`src/imem_pkg.sv`:
```
package imem_pkg;

    localparam int NB_DATA        = 32;                   // Width of one instruction word.
    localparam int RAM_DEPTH      = 256;                  // Number of instruction memory entries.
    localparam int NB_ADDRESS     = 8;                    // Word address width, enough for 256 entries.
    localparam int NB_BYTE        = 8;                    // Width of one byte from the host.
    localparam int BYTES_PER_WORD = 4;                    // Bytes packed into each instruction word.
    localparam int NB_REG         = 5;                    // Register index width, 32 registers.
    localparam int NB_IMM         = 16;                   // Immediate field width of I-type words.

    // Byte counter width inside the assembler and the index of the final byte.
    localparam int NB_BYTE_COUNT = $clog2(BYTES_PER_WORD);        // Two bits count 0 to 3.
    localparam logic [NB_BYTE_COUNT-1:0] LAST_BYTE_INDEX =
        NB_BYTE_COUNT'(BYTES_PER_WORD - 1);                       // Count value of the last byte.

    localparam logic [5:0] OPCODE_RTYPE = 6'd0;           // All register-register ops share opcode 0.

    // Register-register layout, the operation is selected by funct.
    typedef struct packed {
        logic [5:0]        opcode;                        // Primary opcode, zero here.
        logic [NB_REG-1:0] rs;                            // First source register.
        logic [NB_REG-1:0] rt;                            // Second source register.
        logic [NB_REG-1:0] rd;                            // Destination register.
        logic [4:0]        shamt;                         // Shift amount for shift ops.
        logic [5:0]        funct;                         // ALU function select.
    } rtype_t;

    // Immediate layout, used by loads, stores, branches and ALU immediates.
    typedef struct packed {
        logic [5:0]        opcode;                        // Primary opcode, nonzero here.
        logic [NB_REG-1:0] rs;                            // Base or source register.
        logic [NB_REG-1:0] rt;                            // Destination for ALU and load ops.
        logic [NB_IMM-1:0] immediate;                     // Signed 16-bit constant or offset.
    } itype_t;

    // The same fetched word viewed either way, the opcode decides which view applies.
    typedef union packed {
        rtype_t r;                                        // View as a register-register op.
        itype_t i;                                        // View as an immediate op.
    } instruction_t;

endpackage

```
`src/fetch_stage.sv`:
```
module fetch_stage (
    input  logic                            i_clock,        // System clock.
    input  logic                            i_reset,        // Synchronous reset, active high.
    input  logic                            i_run,          // Step the PC while high.
    output logic [imem_pkg::NB_ADDRESS-1:0] o_address,      // Address sent to the memory.
    input  logic [imem_pkg::NB_DATA-1:0]    i_data,         // Word read at o_address.
    output logic [imem_pkg::NB_ADDRESS-1:0] o_pc,           // PC of the presented instruction.
    output logic [imem_pkg::NB_DATA-1:0]    o_instruction,  // Presented instruction word.
    output logic                            o_fetch_valid,  // Outputs hold a fresh fetch.
    output logic                            o_is_rtype,     // Word is register-register.
    output logic [imem_pkg::NB_REG-1:0]     o_source_reg,   // The rs field.
    output logic [imem_pkg::NB_REG-1:0]     o_dest_reg,     // rd for R-type, rt for I-type.
    output logic [imem_pkg::NB_DATA-1:0]    o_immediate     // Sign-extended immediate.
);

    logic [imem_pkg::NB_ADDRESS-1:0] pc;                    // Address of the next fetch.
    imem_pkg::instruction_t          instruction_q;         // Fetched word, open to both views.
    logic [imem_pkg::NB_IMM-1:0]     immediate_field;       // Raw 16-bit immediate.

    assign o_address = pc;                                  // The memory is read at the PC.

    // PC and valid flag.
    always_ff @(posedge i_clock) begin
        if (i_reset) begin
            pc            <= '0;                            // Execution starts at word 0.
            o_fetch_valid <= 1'b0;                          // Nothing fetched yet.
        end else begin
            o_fetch_valid <= i_run;                         // Valid only for a run cycle.
            if (i_run) begin
                pc <= pc + 1'b1;                            // Modulo 256 through natural wrap.
            end
        end
    end

    // Fetch register, the word and its PC are captured together.
    always_ff @(posedge i_clock) begin
        if (i_run) begin
            instruction_q <= i_data;                        // Word at the current PC.
            o_pc          <= pc;                            // PC that the word came from.
        end
    end

    assign o_instruction = instruction_q;                   // Raw word for the next stage.

    // Opcode zero means the R view is the right one.
    assign o_is_rtype    = (instruction_q.r.opcode == imem_pkg::OPCODE_RTYPE);

    assign o_source_reg  = instruction_q.r.rs;              // Same position in both layouts.

    // R-type writes rd, I-type writes rt.
    assign o_dest_reg    = o_is_rtype ? instruction_q.r.rd : instruction_q.i.rt;

    assign immediate_field = instruction_q.i.immediate;     // Low half of the word.

    // Replicate the sign bit into the upper half.
    assign o_immediate = {{(imem_pkg::NB_DATA - imem_pkg::NB_IMM){immediate_field[imem_pkg::NB_IMM-1]}},
                          immediate_field};

endmodule

```
`config.mk`:
```
export PLATFORM = sky130hd
export DESIGN_NAME = fetch_stage
export DESIGN_NICKNAME = d
export VERILOG_FILES = /design/src/imem_pkg.sv /design/src/fetch_stage.sv
export SDC_FILE = /design/constraint.sdc
export NUM_CORES = 1
export LEC_CHECK = 0
export ABC_AREA = 1
export BUFFER_PORTS_ARGS = -buffer_cell sky130_fd_sc_hd__buf_2
export CAP_MARGIN = 0
export CELL_PAD_IN_SITES_DETAIL_PLACEMENT = 0
export CELL_PAD_IN_SITES_GLOBAL_PLACEMENT = 1
export CORE_MARGIN = 2
export CORE_UTILIZATION = 28
export CTS_CLUSTER_DIAMETER = 50
export CTS_CLUSTER_SIZE = 30
export DETAILED_ROUTE_END_ITERATION = 6
export PLACE_DENSITY_LB_ADDON = 0.1
export SYNTH_ARGS = -nofsm -noshare
export SYNTH_HDL_FRONTEND = slang
export SYNTH_SLANG_ARGS = --single-unit
```
`constraint.sdc`:
```
create_clock -name i_clock -period 1.14 [get_ports i_clock]
set_clock_uncertainty 0.05 [all_clocks]
set_input_delay 0.285 -clock i_clock [delete_from_list [all_inputs] [get_ports i_clock]]
set_output_delay 0.285 -clock i_clock [all_outputs]
set_load 0.1 [all_outputs]
```
==> metrics.txt <==
result of the run finished, violations left; violations in the final reports negative setup slack; type of element launching the critical path flip-flop; first-pass GRT wire length ~8 mm; unrepaired setup endpoints after global routing yes; via count of the first global-routing pass 1600; clock latency reported for the late side of the worst-skew pair approximately 0.30 ns; internal power component between 0.003 and 0.004 W; router iterations before antenna repair 4; library cell occupying the most area in the post-synthesis netlist edfxtp_1; number of levels the H-tree was split into 2; final global-route overflow total 0; overall via count from detail_route approximately 1500; die boundary height between 80 and 90 µm; fraction of layout cells with a size suffix above 1 between 70 and 80%; commonest non-fill, non-tap cell in the layout buf_12; mean post-synth cell area around 13 µm²; number of buffers created by CTS 5; final WL approximately 5.4 mm; Yosys Warn Count 0; Yosys top cell area share 61.8%; count of unresolved DRC violations after routing 0; mean routed wirelength per cell ~15 µm; clock-pin slew on the worst setup and hold paths approximately 0.09 ns; area of the core region around 6800 µm²; Setup TNS Final -21.99 ns; antenna cell count 0; post-layout power approximately 0.0063 W; logic gate share of total power about half; number of standard cells after synthesis 148; initial core utilization between 20 and 30%; Slew Limit Headroom between 80% and 90%; Net Sw Frac between 40% and 50%; part of the power in the clock network about 15%; maximum number of pins on one net before global-route repair 22; slew at the pin closest to its max-slew limit roughly 0.23 ns; relative contribution of sequential cells to total power between 30% and 40%; IO Port Bufs around 130; post-synthesis instance area between 1500 and 2000 µm²; buffers from clock root to sink, at most 2; remaining antenna violation count 0; final net count about 320; clock period minus worst slack 1.84 ns; Fin. Hold Viols 0; worst setup path category reg -> out; cell at the root of the clock tree clkbuf_8; violation count after the first detailed-routing iteration a little under 50; worst endpoint required time approximately 0.8 ns; HPWL after DPL 4.08 mm; overall die area 7620 µm²; CP Data Arrival Time ~1.5 ns; die width approximately 87 µm; CP Cell Sequence nor2_1 -> nand3_2 -> buf_4 -> nand2_1 -> nand2_4 -> buf_12; power density of the placed cells between 1000 and 1500 nW/µm²; global placer's final weighted congestion approximately 0.76; Max Clock Freq 543 MHz; max-cap violation count 0; final-report max-slew violation count 0; CP max stage cell edfxtp_1; top library cells by usage in the layout, fill and taps aside 98 x buf_12, 40 x edfxtp_1, 34 x buf_2; count of state elements after synthesis slightly below 50; worst-case setup margin in the final layout -0.700 ns; worst reg2reg setup slack -0.05 ns; Sw Pwr around 0.0027 W; antenna violations before repair 0; largest cells by area after synthesis edfxtp_1 62%, buf_4 14%, dfxtp_1 9.3%; CP max stage delay 0.42 ns; Boundary Pins around 130; type of the tightest min-delay check in -> reg; sort of element at the end of the critical path primary output; unique cell type count in the Yosys netlist 16; layout overhead on the synthesized area 131%; syn_nets ~180; vias per std cell between 4 and 5; CP max FO 4; final critical-path share of the clock period 161%; sequential-to-total area share from yosys stat a little under three quarters; site row count 30; total leakage power roughly 1.9 nW; largest vdd supply drop approximately 0.00080 V; Total GRT Usage between 10% and 20%; setup violation total in the final timing report between 90 and 100; clock tree from TritonCTS yes; TritonCTS sink count between 40 and 50
worst paths after layout:
check                         endpoint                        start  depth (start not counted)
max reg2reg  o_address[6]$_SDFFE_PP0P_    o_address[1]$_SDFFE_PP0P_                          7
min           o_fetch_valid$_SDFF_PP0_                      i_reset                          2
min reg2reg  o_address[3]$_SDFFE_PP0P_    o_address[3]$_SDFFE_PP0P_                          1
max                      o_dest_reg[1]  o_instruction[30]$_DFFE_PP_                          6
layout make-up:
class                   instances  area [µm²]
repair buffers                168        2480
fillers                       495        2260
flip-flops and latches         49        1410
multi-input cells              54         385
well taps                      80         100
clock buffers                   5        68.8
inverters                       8        33.8
clock inverters                 3        12.5
cells by family after synthesis:
family / count (synthesis) / share of synthesized area (%)
flip-flops: 49 / 71.1
buffers and inverters: 45 / 15.8
AND/OR/NAND/NOR: 45 / 10.4
AO/OA/AOI/OAI: 8 / 2.06
adder cells (fa/ha/maj): 1 / 0.644
timing repair:
| action | 4_1_cts | 5_1_grt |
|---|---|---|
| setup buffers | 18 | 8 |
| resized for setup | 18 | 20 |
| setup endpoints to repair | 92 | 97 |
| hold buffers | 0 | 0 |
| pin swaps | 2 | 11 |
power by group through the flow:
stage / Clock (W) / Combinational (W) / Sequential (W)
floorplan: 0 / 0.00126 / 0.00302
global placement: 0 / 0.00299 / 0.00221
detailed placement: 0 / 0.00300 / 0.00222
CTS: 0.000996 / 0.00311 / 0.00217
global route: 0.00106 / 0.00319 / 0.00219
finish: 0.000957 / 0.00312 / 0.00218
Yosys cell counts:
master / instances
nand2_1: 23
nand4_1: 1
nand3_2: 2
nor2_2: 1
ha_1: 1
nand3_1: 3
buf_4: 37
nor3_1: 1
a21oi_1: 5
inv_1: 8
nand2_2: 1
dfxtp_1: 9
o21ai_0: 3
nor2_1: 12
nor2_4: 1
edfxtp_1: 40
per-stage QoR:
step | instances | setup WS [ns] | hold WS (ns) | util (%) | instance area [µm²]
after CTS | 363 | -0.699 | 0.0951 | 65.0 | 4390
after global placement | 340 | -0.340 | 0.412 | 60.6 | 4090
after global routing | 367 | -0.776 | 0.0905 | 66.5 | 4490
after floorplan | 148 | -1.39 | 0.300 | - | 2340
final | 367 | -0.700 | 0.108 | 66.5 | 4490
after detailed placement | 340 | -0.370 | 0.413 | 60.6 | 4090
critical path, delay by kind of cell, from the launching register on:
family	cells	cell delay, ns
flip-flops	1	0.42
buffers and inverters	2	0.34
AND/OR/NAND/NOR	4	0.45
metal layers:
| layer | global-route usage (%) | share of wire [%] |
|---|---|---|
| met1 | 14.4 | 34 |
| met3 | 5.40 | 8.0 |
| met2 | 25.3 | 57 |
| met5 | 0 | 0 |
| met4 | 4.20 | 1.3 |
registers in the layout, summed over array words and instances, names as in the netlist:
name,cells
o_pc,8
o_address,8
o_instruction,32
o_fetch_valid,1
Power figures use the tool's default switching activity.
