[src/imem_pkg.sv]
package imem_pkg;

    localparam int NB_DATA        = 32;                   // Width of one instruction word.
    localparam int RAM_DEPTH      = 256;                  // Number of instruction memory entries.
    localparam int NB_ADDRESS     = 8;                    // Word address width, enough for 256 entries.
    localparam int NB_BYTE        = 8;                    // Width of one byte from the host.
    localparam int BYTES_PER_WORD = 4;                    // Bytes packed into each instruction word.
    localparam int NB_REG         = 5;                    // Register index width, 32 registers.
    localparam int NB_IMM         = 16;                   // Immediate field width of I-type words.

    // Byte counter width inside the assembler and the index of the final byte.
    localparam int NB_BYTE_COUNT = $clog2(BYTES_PER_WORD);        // Two bits count 0 to 3.
    localparam logic [NB_BYTE_COUNT-1:0] LAST_BYTE_INDEX =
        NB_BYTE_COUNT'(BYTES_PER_WORD - 1);                       // Count value of the last byte.

    localparam logic [5:0] OPCODE_RTYPE = 6'd0;           // All register-register ops share opcode 0.

    // Register-register layout, the operation is selected by funct.
    typedef struct packed {
        logic [5:0]        opcode;                        // Primary opcode, zero here.
        logic [NB_REG-1:0] rs;                            // First source register.
        logic [NB_REG-1:0] rt;                            // Second source register.
        logic [NB_REG-1:0] rd;                            // Destination register.
        logic [4:0]        shamt;                         // Shift amount for shift ops.
        logic [5:0]        funct;                         // ALU function select.
    } rtype_t;

    // Immediate layout, used by loads, stores, branches and ALU immediates.
    typedef struct packed {
        logic [5:0]        opcode;                        // Primary opcode, nonzero here.
        logic [NB_REG-1:0] rs;                            // Base or source register.
        logic [NB_REG-1:0] rt;                            // Destination for ALU and load ops.
        logic [NB_IMM-1:0] immediate;                     // Signed 16-bit constant or offset.
    } itype_t;

    // The same fetched word viewed either way, the opcode decides which view applies.
    typedef union packed {
        rtype_t r;                                        // View as a register-register op.
        itype_t i;                                        // View as an immediate op.
    } instruction_t;

endpackage

[src/byte_word_assembler.sv]
module byte_word_assembler (
    input  logic                          i_clock,        // System clock.
    input  logic                          i_reset,        // Synchronous reset, active high.
    input  logic                          i_load_enable,  // High while the host sends a program.
    input  logic [imem_pkg::NB_BYTE-1:0]  i_rx_byte,      // Byte from the host.
    input  logic                          i_rx_valid,     // One-cycle strobe for i_rx_byte.
    output logic [imem_pkg::NB_DATA-1:0]  o_word_data,    // Assembled big-endian word.
    output logic                          o_word_next     // Pulses once a word is complete.
);

    logic                                 load_enable_q;  // Load enable delayed by one cycle.
    logic                                 load_start;     // First cycle of a new load.
    logic                                 byte_accept;    // A byte is taken this cycle.
    logic                                 last_byte;      // The current byte closes a word.
    logic [imem_pkg::NB_BYTE_COUNT-1:0]   byte_count;     // Bytes already held for this word.

    // A rising edge of load enable starts a fresh program at byte zero.
    assign load_start  = i_load_enable && !load_enable_q;

    // Bytes outside a load window, or in its opening cycle, are dropped.
    assign byte_accept = i_rx_valid && i_load_enable && !load_start;

    assign last_byte   = (byte_count == imem_pkg::LAST_BYTE_INDEX); // Fourth byte of the word.

    // Control state for the load window and the byte position.
    always_ff @(posedge i_clock) begin
        if (i_reset) begin
            load_enable_q <= 1'b0;                        // No load in progress after reset.
            byte_count    <= '0;                          // Start at the most significant byte.
            o_word_next   <= 1'b0;                        // No word pending.
        end else begin
            load_enable_q <= i_load_enable;               // Track the level for edge detection.
            o_word_next   <= byte_accept && last_byte;    // Pulse in the cycle after byte four.
            if (!i_load_enable || load_start) begin
                byte_count <= '0;                         // Realign to a word boundary.
            end else if (byte_accept) begin
                byte_count <= byte_count + 1'b1;          // Wraps from 3 back to 0.
            end
        end
    end

    // Shift register for the word payload, the first byte ends up on top.
    always_ff @(posedge i_clock) begin
        if (byte_accept) begin
            o_word_data <= {o_word_data[imem_pkg::NB_DATA-imem_pkg::NB_BYTE-1:0], i_rx_byte};
        end
    end

endmodule

[config.mk]
export PLATFORM = sky130hd
export DESIGN_NAME = byte_word_assembler
export DESIGN_NICKNAME = d
export VERILOG_FILES = /design/src/imem_pkg.sv /design/src/byte_word_assembler.sv
export SDC_FILE = /design/constraint.sdc
export NUM_CORES = 1
export LEC_CHECK = 0
export ABC_AREA = 1
export BUFFER_PORTS_ARGS = -buffer_cell sky130_fd_sc_hd__buf_4
export CORE_MARGIN = 3
export CORE_UTILIZATION = 30
export DETAILED_ROUTE_END_ITERATION = 10
export PLACE_DENSITY = 0.6
export SLEW_MARGIN = 25
export SYNTH_ARGS = -nofsm -noshare
export SYNTH_HDL_FRONTEND = slang
export SYNTH_SLANG_ARGS = --single-unit
[constraint.sdc]
create_clock -name i_clock -period 1.3 [get_ports i_clock]
set_input_delay 0.065 -clock i_clock [delete_from_list [all_inputs] [get_ports i_clock]]
set_output_delay 0.065 -clock i_clock [all_outputs]
set_load 0.03 [all_outputs]
==> flow_summary.ini, run 1 <==
[hold_path]
min_path_type = in2reg
min_to = load_enable_q
whs_path_depth = 3
hold_path_startpoint = i_load_enable

[placed_design]
routability_congestion = 0.6042
placed_cells = 147
place.port_buffers = 44

[global_route]
grt.overflow.total = 0
grt_first_pass_wirelength_mm = 2.566
largest_net_degree_at_the_start_of_global_routing = 34
antenna_found_initial = 0
via_count_of_the_first_global_routing_pass = 553
grt_usage_pct = 8.257

[logic_synthesis]
post_synth.cell_area_avg_um2 = 20.38
synth_area_leaders = sky130_fd_sc_hd__edfxtp_1, sky130_fd_sc_hd__dfxtp_1, sky130_fd_sc_hd__nand2_1, sky130_fd_sc_hd__nor2_2, sky130_fd_sc_hd__inv_1
yosys_warnings = 0
netlist.top_cell.by_area = sky130_fd_sc_hd__edfxtp_1
mappedNetlistArea_um2 = 1141
yosysSeqAreaShare_pct = 91.23
postSynthNetCount = 69
synthesis.instances = 56
ys_ff_latch = 36
yosysTopAreaCellShare_pct = 84.21
yosysUniqueCellTypes = 10

[timing]
skew_ns = 0.002498
worst_slew_margin_rel_pct = 88.66
setup-violations-final = 0
maxClockFrequency_ghz = 0.9368
slew_limit_fails = 0
report.final.hold_viol_count = 0
timing.final.crit_share_pct = 82.11
timing_worst_slew_pin_value_ns = 0.1701
timing.setup.tns_ns = 0
grt_setup_unrepaired = no
final_period_minus_worst_setup_slack_ns = 1.067

[routing]
postRouteAntennaNets = 0
routed-via-count = 654
drt_wl_total_mm = 1.812
routed_wire_length_per_instance_um = 11.12
drt_pass1_iterations = 2
drt_first_iter_violations = 59
avg_vias_per_cell = 4.012
route.detailed.drc = 0

[flow_run]
cap_viol_max_count = 0

[run_status]
status = finished clean

[cts]
clockRootBuffer = sky130_fd_sc_hd__clkbuf_8
clkSinkCount = 36
clock_tree_from_tritoncts = yes
tritoncts.num_buffers = 5
cts.path.max_buffers = 2
htreeDepth = 2
clk_pin_slew_worst_paths_ns = 0.06
clk-insertion-delay-late_ns = 0.28
post_cts.repair.setup_buffers = 0
ctsResizeCount = 0

[power]
max-vdd-ir-drop_v = 0.0003764
p_per_area_nw_per_um2 = 1228
power.static_leakage_nw = 0.6775

[critical_path]
rr_worst_depth = 3
worstSetupEndpointType = register
worst_setup_path_start_kind = register
setup.reg_to_reg.worst_slack_ns = 0.23
required_worst_endpoint_ns = 1.28
crit_path_max_fanout = 33
r2r_end = o_word_data[31]
critical_path.cell_chain = nand3_2 -> inv_2 -> buf_12
criticalPathCategory = reg2reg
timing.critical_path.arrival_ns = 1.04
timing.critical_path.max_delay_family = flip-flops
cell_with_the_largest_stage_delay_on_the_worst_path = sky130_fd_sc_hd__dfxtp_1
critical-path-max-stage-delay_ns = 0.36
critical_path_buffer_and_inverter_count = 2
timing.rr.start = load_enable_q

[die]
boundaryPins = 45
die_h_um = 67.68
fp.dieW_um = 67.68
placement_rows = 21
die_area_um2 = 4580
core_area_um2 = 3495
initial_core_util_pct = 32.65

[final_layout]
nNetsFinal = 130
area_growth_pct = 50.33
layout.cells.non_filler = 163
most-common-layout-cells = sky130_fd_sc_hd__buf_4, sky130_fd_sc_hd__edfxtp_1, sky130_fd_sc_hd__dlygate4sd3_1, sky130_fd_sc_hd__nand2_1, sky130_fd_sc_hd__clkbuf_8
final_common_cell = sky130_fd_sc_hd__buf_4
diodes_inserted = 0
fraction_of_final_layout_cells_sized_beyond_drive_strength_1_pct = 47.01
==> worst max-delay path by stage <==
stage                            endpoint  cells past startpoint          start
after CTS                 o_word_data[31]                      3  load_enable_q
after floorplan            o_word_data[0]                      2  load_enable_q
after global placement    o_word_data[29]                      3  load_enable_q
final                     o_word_data[31]                      3  load_enable_q
after global routing      o_word_data[22]                      3  load_enable_q
after detailed placement  o_word_data[23]                      3  load_enable_q
==> cell families after synthesis <==
group	Yosys count	share of synthesized area, %
flops	36	91.23
simple gates	14	6.031
buf+inv	5	1.644
fa+ha+maj	1	1.096
==> cell type report <==
type / count / area [um^2]
tap: 46 / 57.56
multi-input combinational: 15 / 81.33
timing repair buffer: 54 / 440.4
sequential: 36 / 1041
clock buffer: 7 / 76.32
fill: 314 / 1779
inverter: 5 / 18.77
==> registers in the layout (all words and copies together), names as in the netlist <==
signal,flops
o_word_data,32
o_word_next,1
load_enable_q,1
byte_count,2
==> what timing repair did <==
| item | 4_1_cts | 5_1_grt |
|---|---|---|
| hold endpoints to repair | 10 | 0 |
| endpoints found under the setup margin | 0 | 0 |
| hold buffers | 9 | 0 |
==> metal layers <==
layer	global-route usage, %	up-vias	routed length, um
li1	-	322	-
met1	9.412	293	765
met2	11.30	34	769
met3	5.824	5	247
met4	4.557	0	30
met5	0	-	0
==> cell usage after synthesis (all sizes together) <==
| cell | count |
|---|---|
| dfxtp | 4 |
| edfxtp | 32 |
| nand3 | 1 |
| nand2 | 6 |
| inv | 5 |
| ha | 1 |
| nor2 | 6 |
| nand4 | 1 |
==> through the flow <==
step                power (W)  utilization, %  worst slack (ns)  hold WS [ns]  instance area, um^2
floorplan            0.001347               -           0.09241        0.1319                 1141
finish               0.002106           49.09            0.2326       0.03763                 1715
global route         0.002202           49.09            0.1591       0.02909                 1715
global placement     0.001403           44.33            0.2555        0.2443                 1549
CTS                  0.002140           49.09            0.2246       0.02797                 1715
detailed placement   0.001406           44.33            0.2277        0.2457                 1549
==> tightest hold or removal path, delay by kind of cell <==
kind                   cells  cell delay [ns]
buffers and inverters      2             0.14
and+or+nand+nor            1             0.07
==> power by group <==
part | leakage [nW] | switching, W | internal (W)
registers | 0.323 | 0.00000770 | 0.00127
clock network | 0.0383 | 0.000337 | 0.000368
logic | 0.316 | 0.0000607 | 0.0000618
Note: power is estimated with default switching activity, not from simulation.
==> run 2: changes to the inputs <==
Settings changed: PLACE_DENSITY 0.6 to 0.62.
Clock period 1.3 ns to 0.87 ns, I/O delays scaled along.
==> run 2 against run 1 <==
  * The run now ends with setup timing left
  * Register-to-register slack lost 0.30 ns
  * Fmax grew 14%
  * Setup slack lost 0.30 ns
  * Cell area grew 15%
  * Clock power grew 100%
==> flow_summary.ini, run 2 (same netlist as run 1, synthesis figures left out) <==
[run_status]
failing_checks = setup timing
status = finished with violations

[routing]
route.detailed.drc = 0
drt_wl_total_mm = 2.077
routed-via-count = 710
drt_first_iter_violations = 51
avg_vias_per_cell = 4.057
postRouteAntennaNets = 0
routed_wire_length_per_instance_um = 11.87
drt_pass1_iterations = 3

[die]
initial_core_util_pct = 32.65
boundaryPins = 45
placement_rows = 21
fp.dieW_um = 67.68
die_h_um = 67.68
core_area_um2 = 3495
die_area_um2 = 4580

[hold_path]
min_to = byte_count[0]
hold_path_startpoint = i_rx_valid
whs_path_depth = 4
min_path_type = in2reg

[global_route]
grt_usage_pct = 10.46
via_count_of_the_first_global_routing_pass = 704
antenna_found_initial = 0
grt.overflow.total = 0
largest_net_degree_at_the_start_of_global_routing = 34
grt_first_pass_wirelength_mm = 3.298

[cts]
clk_pin_slew_worst_paths_ns = 0.07
clk-insertion-delay-late_ns = 0.28
htreeDepth = 2
cts.path.max_buffers = 2
tritoncts.num_buffers = 5
clkSinkCount = 36
clockRootBuffer = sky130_fd_sc_hd__clkbuf_8
clock_tree_from_tritoncts = yes

[timing]
setup_ws_ns = -0.06604
finalHoldWorstSlack_ns = 0.1077
grt_setup_unrepaired = yes
final_period_minus_worst_setup_slack_ns = 0.9360
skew_ns = 0.002825
timing.setup.tns_ns = -2.593
timing_worst_slew_pin_value_ns = 0.1635
maxClockFrequency_ghz = 1.068
setup-violations-final = 57
timing.final.crit_share_pct = 107.6
worst_slew_margin_rel_pct = 89.10
report.final.hold_viol_count = 0
slew_limit_fails = 0

[placed_design]
placed_cells = 148
routability_congestion = 0.6106
place.port_buffers = 44
placed_inst_area_um2 = 1565

[power]
p_per_area_nw_per_um2 = 1808
max-vdd-ir-drop_v = 0.0006518
power.static_leakage_nw = 0.7829

[critical_path]
cell_with_the_largest_stage_delay_on_the_worst_path = sky130_fd_sc_hd__dfxtp_2
r2r_end = o_word_data[24]
critical_path.cell_chain = nand3_4 -> inv_12
critical_path_buffer_and_inverter_count = 1
setup.reg_to_reg.worst_slack_ns = -0.07
worstSetupEndpointType = register
criticalPathCategory = reg2reg
timing.critical_path.arrival_ns = 0.92
timing.rr.start = load_enable_q
worst_setup_path_start_kind = register
critical-path-max-stage-delay_ns = 0.35
rr_worst_depth = 2
required_worst_endpoint_ns = 0.86
timing.critical_path.max_delay_family = flip-flops
crit_path_max_fanout = 33

[final_layout]
postLayoutCellArea_um2 = 1964
post-route-util_pct = 56.21
nNetsFinal = 141
flip_flop_count_of_the_largest_register_after_layout = 32
diodes_inserted = 0
most-common-layout-cells = sky130_fd_sc_hd__edfxtp_1, sky130_fd_sc_hd__buf_6, sky130_fd_sc_hd__buf_4, sky130_fd_sc_hd__dlygate4sd3_1, sky130_fd_sc_hd__nand2_1
area_growth_pct = 72.15
fraction_of_final_layout_cells_sized_beyond_drive_strength_1_pct = 53.49
layout.cells.non_filler = 175
top_register = o_word_data
final.fill_count = 292
largest_registers = o_word_data (32), byte_count (2)

[flow_run]
cap_viol_max_count = 0
run 2: changes by cell type in the layout (fill, tap and decap cells not counted), sizes merged:
cell,change
clkinvlp,+1
clkinv,+1
buf,+10
clkbuf,-2
dlygate4sd3,+1
bufinv,+1
run 2: per-layer routing:
| metal | vias up | wire length, um | share of wire [%] | global-route usage (%) |
|---|---|---|---|---|
| met4 | 0 | 33 | 1.6 | 4.557 |
| met3 | 4 | 235 | 11 | 6.323 |
| met2 | 37 | 1071 | 52 | 17.74 |
| met1 | 327 | 737 | 35 | 10.09 |
| li1 | 342 | - | - | - |
| met5 | - | 0 | 0 | 0 |
run 2: power by group:
| part | switching [W] | internal [W] | leakage [nW] |
|---|---|---|---|
| Clock | 0.000575 | 0.000847 | 0.0541 |
| Sequential | 0.0000162 | 0.00190 | 0.323 |
| Combinational | 0.0000982 | 0.000117 | 0.405 |
run 2: how the worst max path moves through the flow:
stage | start | end | slack [ns] | cells past startpoint
2_1_floorplan | load_enable_q | o_word_data[0] | -0.04 | 2
3_3_place_gp | load_enable_q | o_word_data[28] | -0.05 | 2
3_5_place_dp | load_enable_q | o_word_data[28] | -0.07 | 2
4_1_cts | load_enable_q | o_word_data[21] | -0.08 | 2
5_1_grt | load_enable_q | o_word_data[23] | -0.11 | 2
6_report | load_enable_q | o_word_data[24] | -0.07 | 2
run 2: layout make-up:
| class | count | area, um^2 | share of cell area, % |
|---|---|---|---|
| flip-flops and latches | 36 | 1042 | 53.06 |
| repair buffers | 65 | 633.1 | 32.23 |
| clock buffers | 5 | 68.82 | 3.503 |
| well taps | 46 | 57.56 | 2.930 |
| clock inverters | 3 | 42.54 | 2.166 |
| inverters | 5 | 31.28 | 1.592 |
| multi-input cells | 15 | 88.84 | 4.522 |
run 2: worst reg2reg max path: stages (launching register included):
cell	delay, ns
sky130_fd_sc_hd__dfxtp_2	0.35
sky130_fd_sc_hd__nand3_4	0.11
sky130_fd_sc_hd__inv_12	0.17
run 2: repair_timing:
item,CTS,global route
hold buffers,10,0
setup endpoints to repair,64,67
resized for setup,30,2
setup buffers,7,2
endpoints found under the hold margin,10,0
gates cloned,0,0
run 2: through the flow:
step	setup WS [ns]	total power (W)
2_1_floorplan	-0.04336	0.002018
4_1_cts	-0.07665	0.003595
3_5_place_dp	-0.06608	0.002108
3_3_place_gp	-0.04765	0.002105
5_1_grt	-0.1103	0.003716
6_report	-0.06604	0.003552
==> run 3: changes to the inputs <==
Settings changed: BUFFER_PORTS_ARGS -buffer_cell sky130_fd_sc_hd__buf_4 to -buffer_cell sky130_fd_sc_hd__buf_2, CORE_UTILIZATION 30 to 41, PLACE_DENSITY 0.62 to 0.78.
==> run 3 against run 2 <==
  * The run still ends with setup timing left
  * Flip-flop and latch count did not move
  * Setup slack worse by 0.033 ns
  * Sequential power barely moved
  * Global-route usage rose by 4.4 points
  * Clock skew rose by 0.0013 ns
  * Non-clock buffer count rose by 5
==> flow_summary.ini, run 3 (same netlist as run 1, synthesis figures left out) <==
[timing]
finalHoldWorstSlack_ns = 0.09556
worst_slew_margin_rel_pct = 89.16
report.final.hold_viol_count = 0
timing_worst_slew_pin_value_ns = 0.1626
setup_ws_ns = -0.09932
slew_limit_fails = 0
setup-violations-final = 71
timing.final.crit_share_pct = 111.4
maxClockFrequency_ghz = 1.032
final_period_minus_worst_setup_slack_ns = 0.9693
skew_ns = 0.004117
grt_setup_unrepaired = yes

[routing]
dr_wl_met2_mm = 1.361
route.detailed.drc = 0
postRouteAntennaNets = 0
met3RoutedLength_um = 236
drt_first_iter_violations = 14
routed-via-count = 729
avg_vias_per_cell = 4.445
dr.max_layer_used = met4
wirelength_met1_um = 809
drt_pass1_iterations = 2
drt_wl_total_mm = 2.423
routed_wire_length_per_instance_um = 14.77

[cts]
clkSinkCount = 36
clk-insertion-delay-late_ns = 0.33
cts.path.max_buffers = 2
clock_tree_from_tritoncts = yes
tritoncts.num_buffers = 5
htreeDepth = 2
clockRootBuffer = sky130_fd_sc_hd__clkbuf_4
clk_pin_slew_worst_paths_ns = 0.10

[power]
p_comb_share_pct = 7.3
p_total_w = 0.003019
switching_power_w = 0.0006114
max-vdd-ir-drop_v = 0.001548
share_clk_of_total_power_pct = 29.3
power.internal_w = 0.002408
seq_power_share_pct = 63.4
power.static_leakage_nw = 0.7844
switching_share_pct = 20.25
p_per_area_nw_per_um2 = 1538

[global_route]
grt_first_pass_wirelength_mm = 3.581
largest_net_degree_at_the_start_of_global_routing = 34
grt.overflow.total = 0
antenna_found_initial = 0
via_count_of_the_first_global_routing_pass = 791
grt_usage_pct = 14.81

[final_layout]
flip_flop_count_of_the_largest_register_after_layout = 32
area.sequential_um2 = 1046
area_growth_pct = 72.04
diodes_inserted = 0
post-route-util_pct = 76.46
final_common_cell = sky130_fd_sc_hd__buf_6
multi_input_area_um2 = 116.4
top_register = o_word_data
largest_registers = o_word_data (32), byte_count (2)
fraction_of_final_layout_cells_sized_beyond_drive_strength_1_pct = 60.45
final.fill_count = 155
layout.cells.non_filler = 164
most-common-layout-cells = sky130_fd_sc_hd__buf_6, sky130_fd_sc_hd__edfxtp_1, sky130_fd_sc_hd__buf_2, sky130_fd_sc_hd__dlygate4sd3_1, sky130_fd_sc_hd__buf_4
nNetsFinal = 146

[critical_path]
crit_path_max_fanout = 33
required_worst_endpoint_ns = 0.90
critical-path-max-stage-delay_ns = 0.38
critical_path.cell_chain = nand3_4 -> inv_12
critical_path_buffer_and_inverter_count = 1
criticalPathCategory = reg2reg
worstSetupEndpointType = register
cell_with_the_largest_stage_delay_on_the_worst_path = sky130_fd_sc_hd__dfxtp_4
timing.critical_path.arrival_ns = 1.00
worst_setup_path_start_kind = register
timing.critical_path.max_delay_family = flip-flops

[placed_design]
place.port_buffers = 44
dp_hpwl_mm = 1.373
placed_cells = 132
routability_congestion = 0.7048

[die]
die_h_um = 58.76
core_area_um2 = 2567
placement_rows = 18
boundaryPins = 45
fp.dieW_um = 58.76
die_area_um2 = 3452
initial_core_util_pct = 44.44

[hold_path]
min_path_type = in2reg

[flow_run]
cap_viol_max_count = 0

[run_status]
status = finished with violations
failing_checks = setup timing
[run 3: cell types whose count changed in the layout (fill, tap and decap cells not counted), moves of 2 or more]
cell	delta
sky130_fd_sc_hd__buf_2	+11
sky130_fd_sc_hd__buf_4	-14
sky130_fd_sc_hd__buf_6	+8
sky130_fd_sc_hd__clkbuf_1	+2
sky130_fd_sc_hd__clkbuf_4	+5
sky130_fd_sc_hd__clkbuf_8	-4
sky130_fd_sc_hd__nand2_1	-5
sky130_fd_sc_hd__nand2_2	+4
sky130_fd_sc_hd__nor2_1	-2
[run 3: final timing paths]
kind,start,endpoint,slack [ns],cells after the start
worst max-delay path,load_enable_q,o_word_data[0],-0.1,2
worst min-delay path,i_rx_valid,byte_count[0],0.1,4
worst max register to register,load_enable_q,o_word_data[0],-0.1,2
worst min register to register,o_word_data[8],o_word_data[16],0.48,0
[run 3: layout make-up]
| type | count | share of cell area, % |
|---|---|---|
| sequential | 36 | 53.28 |
| tap | 30 | 1.912 |
| clock buffer | 8 | 2.996 |
| multi-input combinational | 15 | 5.927 |
| inverter | 5 | 1.593 |
| timing repair buffer | 70 | 34.29 |
[run 3: power by group through the flow]
stage / sequential, W / combinational, W / clock (W)
floorplan: 0.00199 / 0.0000236 / 0
global placement: 0.00195 / 0.000128 / 0
detailed placement: 0.00195 / 0.000134 / 0
CTS: 0.00191 / 0.000199 / 0.000900
global route: 0.00192 / 0.000234 / 0.000992
finish: 0.00191 / 0.000221 / 0.000885
[run 3: tightest hold or removal path: cells and delay by family]
family	cells	cell delay, ns
and+or+nand+nor	3	0.23
buffers and inverters	1	0.12
[run 3: layer usage]
layer  track usage [%]  vias up
li1                  -      356
met1             13.55      337
met2             25.24       33
met3             10.31        3
met4             5.825        0
met5                 0        -
[run 3: repair_timing]
| item | in CTS | in global routing |
|---|---|---|
| endpoints found under the hold margin | 10 | 0 |
| endpoints found under the setup margin | 68 | 68 |
| gates resized for setup | 66 | 19 |
| hold buffers | 10 | 0 |
| pin swaps | 1 | 4 |
| buffers inserted | 6 | 8 |
[run 3: stage by stage]
step	setup WS (ns)	TNS, ns	instance area (um^2)
final	-0.09932	-5.450	1963
after global routing	-0.1476	-8.604	1963
after CTS	-0.09708	-5.083	1844
after detailed placement	-0.07483	-2.420	1435
after global placement	-0.04331	-1.373	1435
after floorplan	-0.04336	-1.388	1162
